File: src/line_read_settings.svh
`ifndef LINE_READ_SETTINGS_SVH
`define LINE_READ_SETTINGS_SVH

// Byte address width on both the core and the level-two side
`define RL_ADDR_W 32

// Core read data width, wide enough for the largest access size
`define RL_DATA_W 32

// One level-two line
`define RL_LINE_BYTES 16
`define RL_LINE_W 128

// Burst length field, holds the number of beats minus one
`define RL_LEN_W 8

// Largest supported access size code (word)
`define RL_MAX_SIZE 2

`endif

File: src/line_read_pkg.sv
`include "line_read_settings.svh"

package line_read_pkg;

   // Read sequencer states
   typedef enum logic [1:0] {
      read_idle,
      read_fetch,
      read_wait_line,
      read_beat_out
   } read_state_e;

   // Access size codes, element bytes are 1 << code
   typedef enum logic [1:0] {
      size_byte = 2'd0,
      size_half = 2'd1,
      size_word = 2'd2
   } access_size_e;

   typedef logic [`RL_LINE_W-1:0] line_t;

   // Index of a byte within the line, the narrowest element
   typedef logic [$clog2(`RL_LINE_BYTES)-1:0] word_index_t;

   typedef logic [`RL_ADDR_W-1:0] line_addr_t;

endpackage

File: src/beat_ctrl_if.sv
`timescale 1ns/1ps

// Control between the read FSM, the beat counter and the line buffer
interface beat_ctrl_if;

   // Accepted transfers, one cycle each
   logic load;
   logic capture;
   logic advance;

   // Burst position as seen by the FSM
   logic last_beat;
   logic line_end;

   // Element selection for the line buffer
   line_read_pkg::word_index_t word_index;
   line_read_pkg::access_size_e size;

   modport fsm (
      output load, capture, advance,
      input  last_beat, line_end
   );

   modport counter (
      input  load, advance,
      output last_beat, line_end, word_index, size
   );

   modport buffer (
      input word_index, size, capture
   );

endinterface

File: src/line_read_fsm.sv
`timescale 1ns/1ps

module line_read_fsm (
   input  logic clk,
   input  logic rstn,
   beat_ctrl_if.fsm ctrl,
   input  logic ar_valid,
   input  logic l2_ar_ready,
   input  logic l2_r_valid,
   input  logic r_ready,
   output logic ar_ready,
   output logic l2_ar_valid,
   output logic l2_r_ready,
   output logic r_valid,
   output logic r_last
);

   line_read_pkg::read_state_e state;
   line_read_pkg::read_state_e next_state;

   always_ff @(posedge clk) begin
      if (!rstn) begin
         state <= line_read_pkg::read_idle;
      end else begin
         state <= next_state;
      end
   end

   // Each handshake signal belongs to exactly one state
   assign ar_ready    = (state == line_read_pkg::read_idle);
   assign l2_ar_valid = (state == line_read_pkg::read_fetch);
   assign l2_r_ready  = (state == line_read_pkg::read_wait_line);
   assign r_valid     = (state == line_read_pkg::read_beat_out);
   assign r_last      = r_valid && ctrl.last_beat;

   assign ctrl.load    = ar_valid && ar_ready;
   assign ctrl.capture = l2_r_valid && l2_r_ready;
   assign ctrl.advance = r_valid && r_ready;

   always_comb begin
      next_state = state;
      case (state)
         line_read_pkg::read_idle: begin
            if (ar_valid) begin
               next_state = line_read_pkg::read_fetch;
            end
         end
         line_read_pkg::read_fetch: begin
            if (l2_ar_ready) begin
               next_state = line_read_pkg::read_wait_line;
            end
         end
         line_read_pkg::read_wait_line: begin
            if (l2_r_valid) begin
               next_state = line_read_pkg::read_beat_out;
            end
         end
         line_read_pkg::read_beat_out: begin
            // Refetch only when the burst walks off the buffered line
            if (r_ready) begin
               if (ctrl.last_beat) begin
                  next_state = line_read_pkg::read_idle;
               end else if (ctrl.line_end) begin
                  next_state = line_read_pkg::read_fetch;
               end
            end
         end
         default: begin
            next_state = line_read_pkg::read_idle;
         end
      endcase
   end

endmodule

File: src/beat_counter.sv
`timescale 1ns/1ps
`include "line_read_settings.svh"

module beat_counter (
   input  logic clk,
   input  logic rstn,
   beat_ctrl_if.counter ctrl,
   input  line_read_pkg::line_addr_t ar_addr,
   input  line_read_pkg::access_size_e ar_size,
   input  logic [`RL_LEN_W-1:0] ar_len,
   output line_read_pkg::line_addr_t l2_ar_addr
);

   localparam int OFS_W = $clog2(`RL_LINE_BYTES);

   line_read_pkg::access_size_e size_q;
   line_read_pkg::access_size_e load_size;
   logic [`RL_LEN_W-1:0] remain_q;
   line_read_pkg::word_index_t index_q;
   line_read_pkg::word_index_t index_limit;
   line_read_pkg::line_addr_t line_addr_q;

   // Codes above the largest supported size are read as the largest one
   assign load_size = (ar_size > `RL_MAX_SIZE) ?
                      line_read_pkg::access_size_e'(`RL_MAX_SIZE) : ar_size;

   // Index of the last element of the current size within one line
   always_comb begin
      case (size_q)
         line_read_pkg::size_byte:
            index_limit = line_read_pkg::word_index_t'(`RL_LINE_BYTES - 1);
         line_read_pkg::size_half:
            index_limit = line_read_pkg::word_index_t'(`RL_LINE_BYTES / 2 - 1);
         line_read_pkg::size_word:
            index_limit = line_read_pkg::word_index_t'(`RL_LINE_BYTES / 4 - 1);
         default:
            index_limit = '0;
      endcase
   end

   always_ff @(posedge clk) begin
      if (!rstn) begin
         size_q      <= line_read_pkg::size_byte;
         remain_q    <= '0;
         index_q     <= '0;
         line_addr_q <= '0;
      end else if (ctrl.load) begin
         size_q   <= load_size;
         remain_q <= ar_len;
         // Start element is the in-line offset counted in elements
         index_q  <= line_read_pkg::word_index_t'(ar_addr[OFS_W-1:0] >> load_size);
         line_addr_q <= {ar_addr[`RL_ADDR_W-1:OFS_W], {OFS_W{1'b0}}};
      end else if (ctrl.advance && !ctrl.last_beat) begin
         remain_q <= remain_q - 1'b1;
         if (ctrl.line_end) begin
            index_q     <= '0;
            line_addr_q <= line_addr_q + line_read_pkg::line_addr_t'(`RL_LINE_BYTES);
         end else begin
            index_q <= index_q + 1'b1;
         end
      end
   end

   assign ctrl.last_beat  = (remain_q == '0);
   assign ctrl.line_end   = (index_q == index_limit);
   assign ctrl.word_index = index_q;
   assign ctrl.size       = size_q;

   assign l2_ar_addr = line_addr_q;

endmodule

File: src/line_buffer.sv
`timescale 1ns/1ps
`include "line_read_settings.svh"

module line_buffer (
   input  logic clk,
   input  logic rstn,
   beat_ctrl_if.buffer ctrl,
   input  line_read_pkg::line_t l2_r_data,
   output logic [`RL_DATA_W-1:0] r_data
);

   localparam int OFS_W = $clog2(`RL_LINE_BYTES);

   line_read_pkg::line_t line_q;
   logic [OFS_W-1:0] byte_sel;
   logic [OFS_W-2:0] half_sel;
   logic [OFS_W-3:0] word_sel;

   // Line register, loaded on each accepted level-two response
   always_ff @(posedge clk) begin
      if (!rstn) begin
         line_q <= '0;
      end else if (ctrl.capture) begin
         line_q <= l2_r_data;
      end
   end

   // The counter keeps the index within the element count of the line,
   // so only the low index bits matter for the wider sizes
   assign byte_sel = ctrl.word_index;
   assign half_sel = ctrl.word_index[OFS_W-2:0];
   assign word_sel = ctrl.word_index[OFS_W-3:0];

   always_comb begin
      r_data = '0;
      case (ctrl.size)
         line_read_pkg::size_byte: begin
            r_data[7:0] = line_q[byte_sel*8 +: 8];
         end
         line_read_pkg::size_half: begin
            r_data[15:0] = line_q[half_sel*16 +: 16];
         end
         line_read_pkg::size_word: begin
            r_data[31:0] = line_q[word_sel*32 +: 32];
         end
         default: begin
            r_data = '0;
         end
      endcase
   end

endmodule

File: src/line_read_top.sv
`timescale 1ns/1ps
`include "line_read_settings.svh"

// Cache-line read adapter. A narrow core burst is served from single
// line-wide level-two fetches, one fetch per line the burst touches
module line_read_top (
   input  logic clk,
   input  logic rstn,

   // Core read request
   input  logic ar_valid,
   output logic ar_ready,
   input  line_read_pkg::line_addr_t ar_addr,
   input  line_read_pkg::access_size_e ar_size,
   input  logic [`RL_LEN_W-1:0] ar_len,

   // Core read data
   output logic r_valid,
   input  logic r_ready,
   output logic [`RL_DATA_W-1:0] r_data,
   output logic r_last,

   // Level-two line request
   output logic l2_ar_valid,
   input  logic l2_ar_ready,
   output line_read_pkg::line_addr_t l2_ar_addr,

   // Level-two line data
   input  logic l2_r_valid,
   output logic l2_r_ready,
   input  line_read_pkg::line_t l2_r_data
);

   beat_ctrl_if ctrl ();

   // Sequencing and all handshakes
   line_read_fsm u_fsm (
      .clk         (clk),
      .rstn        (rstn),
      .ctrl        (ctrl.fsm),
      .ar_valid    (ar_valid),
      .l2_ar_ready (l2_ar_ready),
      .l2_r_valid  (l2_r_valid),
      .r_ready     (r_ready),
      .ar_ready    (ar_ready),
      .l2_ar_valid (l2_ar_valid),
      .l2_r_ready  (l2_r_ready),
      .r_valid     (r_valid),
      .r_last      (r_last)
   );

   // Burst position and the line address to fetch
   beat_counter u_counter (
      .clk        (clk),
      .rstn       (rstn),
      .ctrl       (ctrl.counter),
      .ar_addr    (ar_addr),
      .ar_size    (ar_size),
      .ar_len     (ar_len),
      .l2_ar_addr (l2_ar_addr)
   );

   // Holds the fetched line and picks out each core beat
   line_buffer u_buffer (
      .clk       (clk),
      .rstn      (rstn),
      .ctrl      (ctrl.buffer),
      .l2_r_data (l2_r_data),
      .r_data    (r_data)
   );

endmodule

File: config.mk
export PLATFORM = sky130hd
export DESIGN_NAME = line_read_top
export DESIGN_NICKNAME = d
export VERILOG_FILES = /design/src/line_read_pkg.sv /design/src/beat_ctrl_if.sv /design/src/line_read_fsm.sv /design/src/beat_counter.sv /design/src/line_buffer.sv /design/src/line_read_top.sv
export VERILOG_INCLUDE_DIRS = /design/src
export SDC_FILE = /design/constraint.sdc
export NUM_CORES = 1
export LEC_CHECK = 0
export BUFFER_PORTS_ARGS = -buffer_cell sky130_fd_sc_hd__clkbuf_2
export CELL_PAD_IN_SITES_DETAIL_PLACEMENT = 1
export CELL_PAD_IN_SITES_GLOBAL_PLACEMENT = 1
export CORE_MARGIN = 2
export CORE_UTILIZATION = 43
export DETAILED_ROUTE_END_ITERATION = 12
export GPL_TIMING_DRIVEN = 0
export PLACE_DENSITY = 0.95
export SLEW_MARGIN = 20
export SYNTH_ARGS = -nofsm -noshare
export SYNTH_HDL_FRONTEND = slang
export SYNTH_SLANG_ARGS = --single-unit
File: constraint.sdc
create_clock -name clk -period 5 [get_ports clk]
set_input_delay 1 -clock clk [delete_from_list [all_inputs] [get_ports clk]]
set_output_delay 1 -clock clk [all_outputs]
set_load 0.03 [all_outputs]
# Yosys cells after proc, flatten, opt, wreduce, memory -nomap -nowiden
# Cells that the tools add are included.
classes:
  n_addsub: 3
  reduce_logical: 15
  shifts: 4
  eq_ne: 11
  muxes: 20
  bitwise: 1
  order_cmp: 1
op_table:
  columns: ["operator", "n"]
  rows:
  - ["128-bit by 8-bit indexed part select with 16-bit output", 1]
  - ["128-bit by 8-bit indexed part select with 32-bit output", 1]
  - ["128-bit by 8-bit indexed part select with 8-bit output", 1]
  - ["32-bit 2-to-1 mux", 3]
  - ["32-bit by 5-bit adder with 32-bit output, second input constant", 1]
  - ["8-bit one-hot mux with 3 select lines", 1]
  - ["16-bit 2-to-1 mux", 1]
  - ["8-bit 2-to-1 mux", 2]
  - ["8-bit one-hot mux with 2 select lines", 1]
  - ["2-bit 2-to-1 mux", 7]
  - ["4-bit 2-to-1 mux", 3]
  - ["4-bit one-hot mux with 3 select lines", 1]
  - ["8-bit zero test", 1]
  - ["2-bit one-hot mux with 4 select lines", 1]
  - ["8-bit by 1-bit subtractor with 8-bit output, second input constant", 1]
  - ["2-bit equality test, second input constant", 3]
  - ["2-bit inequality test, second input constant", 3]
  - ["1-bit logical AND", 5]
  - ["5-bit AND reduction", 1]
  - ["4-bit by 1-bit adder with 4-bit output, second input constant", 1]
  - ["2-bit by 1-bit equality test with 1-bit output, second input constant", 2]
  - ["4-bit equality test", 1]
  - ["2-bit zero test", 2]
  - ["2-bit AND reduction", 2]
  - ["other kinds (8)", 9]
totals:
  regBits: 176
  input_bits: 176
  output_inout_bits: 69
  word_cells: 62

# Longest topological paths before layout
depth:
  word_depth: 7
  depth_mapped: 10
  depth_no_buf: 7

# Modules after synthesis
# From an unflattened synthesis, not the netlist that was laid out.
unflattened:
  cells_unflattened: 1064
  area_unflattened_um2: 10795.4
modules_own_cells:
  columns: ["mod", "area_each_um2", "cells_per_inst", "n_inst", "seq_area_each_um2"]
  rows:
  - ["line_buffer", 7963.9, 708, 1, 2562.5]
  - ["beat_counter", 2590.0, 327, 1, 840.8]
  - ["line_read_fsm", 241.5, 29, 1, 40.0]

# Least setup slack after synthesis
# Ideal clock, no wire load.
synth_path:
  path_kind: "reg2out"
  start: "register u_counter.size_q[0], in the netlist u_counter.ctrl.size[0]"
  end: "output port r_data[0]"
  arrival_time_ps: 2142
  path_stages_with_launch: 7
  required_ps: 4000
  slack_ps: 1858
  path_buffers: 0
  path_cell_list: "dfxtp_1 > inv_1 > ha_1 > nor3b_1 > a32o_1 > a21oi_1 > a31oi_1"
synth_between:
  elab_chain_len: 2
  elab_cells_between_ends: 4
  classes_between: "eq/ne: 2; mux: 1; reduce/logical: 1"
synth_lines:
  columns: ["element", "line", "text"]
  rows:
  - ["start, declared", "beat_counter.sv:16", "line_read_pkg::access_size_e size_q;"]
  - ["start signal, assigned", "beat_counter.sv:43", "size_q <= line_read_pkg::size_byte;"]
  - ["start signal, assigned", "beat_counter.sv:48", "size_q <= load_size;"]
  - ["2-bit equality test, or another cell as far along", "line_buffer.sv:36", "case (ctrl.size)"]
  - ["8-bit one-hot mux with 3 select lines *", "line_buffer.sv:36", null]
  - ["end, declared", "line_read_top.sv:20", "output logic [`RL_DATA_W-1:0] r_data,"]
# Every way passes the cells marked *; elsewhere a longest branch is shown, timed or not.

# Final worst setup path
layout_path:
  start: "register u_counter.index_q[0], in the netlist u_counter.ctrl.word_index[0]"
  end: "output port r_data[26]"
layout_between:
  elab_chain_len: 2
layout_lines:
  columns: ["element", "line", "text"]
  rows:
  - ["start, declared", "beat_counter.sv:19", "line_read_pkg::word_index_t index_q;"]
  - ["start signal, assigned", "beat_counter.sv:51", "index_q <= line_read_pkg::word_index_t'(ar_addr[OFS_W-1:0] >> load_size);"]
  - ["start signal, assigned", "beat_counter.sv:59", "index_q <= index_q + 1'b1;"]
  - ["128-bit by 8-bit indexed part select with 32-bit output", "line_buffer.sv:44", "r_data[31:0] = line_q[word_sel*32 +: 32];"]
  - ["16-bit 2-to-1 mux", "line_buffer.sv:36", null]
# Every way passes these cells.

==> summary.txt <==
Outcome: completed
CTS tree: yes
Iteration-0 DRC Markers: 1288
Clock Latency Late Sink: 0.45 ns
Busiest grt layer: met2
Max-slew violations: 0
FF-to-FF Start: u_fsm.state[0]
CTS buffer count: 17
Rel. slew slack: 31.3%
Htree depth: 4
Hold buffer count at CTS: 0
Pre-Repair DR Iteration Count: 5
Drt drc: 0
Critical path startpoint category: flop
Clk sinks: 172
Area Growth Syn to Fin: 21.0%
Setup violators final: 0
Final net count: 1699
Slew of the pin with the lowest slew margin: 1.03 ns
CP max FO: 10
Worst path bufs/invs: 6
Total Routing Usage GR: 36.7%
Max IR drop VDD: 0.239 mV
Buffers added on ports: 238
Most frequent CP cell: buf_4
GRT met1 Usage: 45.1%
CORE AREA: 23600 µm²
Root buffer cell: clkbuf_16
Syn avg cell area: 8.33 µm²
Commonest non-fill, non-tap cells in the layout: 385 x nand2_1, 239 x clkbuf_2, 198 x a21oi_1
Mapped cell area: 10400 µm²
Grt met3 use: 7.35%
Hold/Removal Path Class: reg2reg
Top_reg_cell synth: dfxtp_1
Number of flops mapped to enable cells by yosys: 0
Vias in the first global route: 11900
Static Leak: 4.60 nW
R2R setup slack: 2.24 ns
Commonest non-fill, non-tap cell in the layout: nand2_1
Levels on crit path: 8
Crit-path cells: buf_6 -> buf_4 -> buf_4 -> buf_2 -> clkbuf_1 -> nand2_1 -> a211oi_1 -> clkbuf_2
Hpwl dp: 37200 µm
Placer Congestion: 1.02
PwrDens: 441 nW/µm²
Period minus WS final: 4.17 ns
RSZ-0062 raised after global routing: false
# fillers: 2993
Hold Vio Cnt, Final: 0
Reg2Reg Capture Point: u_buffer.line_q[60]
Post-synth cell types: 78
Largest delay share family, worst path: buffers and inverters
Routed wire length: 47700 µm
WP data arrival: 3.17 ns
Initial antenna violation count: 1
Die Area: 25500 µm²
Die Span Y: 160 µm
Synth top area share: 33.1%
CP max stage cell: clkbuf_1
Async set or reset register ratio after synthesis: 0%
Achievable frequency: 240 MHz
Slowest stage delay, CP: 0.49 ns
Fin crit share: 83.5%
Met2 usage: 61.5%
Standard-cell rows: 56
ANT nets after route: 0
Post-route setup TNS: 0 ns
Worst Setup EP: r_data[26]
Global-route wire length before repair: 71000 µm
Worst Skew: 0.0189 ns
Sequential share of the synthesized area: 33.1%
FF-to-FF path depth: 7
Top post-synthesis cells by area: dfxtp_1 33%, mux4_2 16%, nand2_1 14%
Max cap viols: 0
Buffer count from post-CTS setup fixing: 0
Post-DR vias/cell: 6.37
Wire per inst: 25.9 µm
CP startpoint: u_counter.ctrl.word_index[0]
Share of cells above drive strength 1: 27.0%
Cts repair resizes: 0
IO Pins: 245
Flops & latches, synth: 172
Clk buf depth: 2
Crit end category: primary output
Vias post-DR: 11700
Remaining Overflow, GRT: 0
Synth warnings: 0
Synth Instances: 1250
Pin count of the biggest net entering global routing: 17
Die W: 160 µm
Synth area leader: dfxtp_1
Tot Pwr: 0.00555 W
Register clock-pin slew on the reported worst setup and hold paths: 0.07 ns
Initial core utilization: 44.1%
WP data required: 4.00 ns
Antenna Cells: 0
Kind of critical path: reg2out
[worst min path at each step]
stage                         startpoint                    to  slack [ns]  cells past startpoint
finish              u_buffer.line_q[112]  u_buffer.line_q[112]        0.50                      2
global route         u_buffer.line_q[95]   u_buffer.line_q[95]        0.52                      2
CTS                 u_buffer.line_q[112]  u_buffer.line_q[112]        0.49                      2
detailed placement  u_buffer.line_q[112]  u_buffer.line_q[112]        0.48                      2
global placement     u_buffer.line_q[62]   u_buffer.line_q[62]        0.47                      2
floorplan           u_buffer.line_q[112]  u_buffer.line_q[112]        0.45                      2
[through the flow]
stage / utilization (%) / cells / hold slack, ns / cell area, µm² / worst slack, ns
floorplan: - / 1253 / 0.446 / 10400 / 1.86
global placement: 50.9 / 1810 / 0.472 / 12000 / 1.16
detailed placement: 51.0 / 1812 / 0.485 / 12000 / 1.38
CTS: 53.3 / 1843 / 0.494 / 12600 / 0.894
global route: 53.3 / 1843 / 0.522 / 12600 / 0.782
finish: 53.3 / 1843 / 0.497 / 12600 / 0.826
[cells in the mapped netlist (all sizes together), types with 5 or more instances]
cell type    n
a211oi      14
a21oi      198
a221oi       5
a22o         5
a22oi       29
a31oi       11
a32o         5
a32oi        6
a41oi       10
and2         7
and3         7
buf         51
clkbuf      57
dfxtp      172
ha          11
inv         15
mux2i        5
mux4        73
nand2      387
nand2b       6
nand3       14
nand4       11
nor2        29
nor2b       10
nor3         5
o21ai       19
o221a        6
o22ai        7
o31a         5
xor2         6
[worst register-to-register path: stages (launching register included)]
cell	delay (ns)
dfxtp_1	0.35
inv_1	0.13
ha_1	0.26
and2_1	0.19
clkbuf_1	0.78
clkbuf_1	0.67
nand2_1	0.14
a21oi_1	0.17
[cell type report]
type	instances	area, µm²	share of cell area, %
Buffer	110	552	4.38
Timing Repair Buffer	240	1210	9.58
Clock buffer	17	425	3.38
Clock inverter	14	135	1.07
Sequential cell	172	3440	27.3
Tap cell	319	399	3.17
Inverter	16	60.1	0.477
Multi-Input combinational cell	955	6370	50.6
[cell families (layout without fill, tap and decap cells)]
group                    Yosys count  after routing  synth area share [%]
AND/OR/NAND/NOR                  497            497                  20.7
adder cells (fa/ha/maj)           11             11                  1.32
other                              1              4                0.0360
XOR/XNOR                          10             10                 0.842
flip-flops                       172            172                  33.1
multiplexers                      79             79                  16.4
AO/OA/AOI/OAI                    354            354                  21.8
buffers and inverters            126            397                  5.88
[power breakdown]
part / total [W] / internal, W / switching (W)
Combinational: 0.00236 / 0.000843 / 0.00152
Sequential: 0.00187 / 0.00156 / 0.000309
Clock: 0.00132 / 0.000693 / 0.000630
Total: 0.00555 / 0.00310 / 0.00245
[routing by layer]
metal / share of wire, % / wire length (µm)
met3: 9.7 / 4610
met4: 5.7 / 2740
met2: 47 / 22200
met5: 0 / 0
met1: 38 / 18100
[flip-flops by register name, indices dropped and copies added, names as in the netlist]
signal / cells
u_buffer.line_q: 128
u_counter.ctrl.size: 2
u_counter.ctrl.word_index: 4
u_counter.l2_ar_addr: 28
u_counter.remain_q: 8
u_fsm.state: 2
Power figures use the tool's default switching activity.
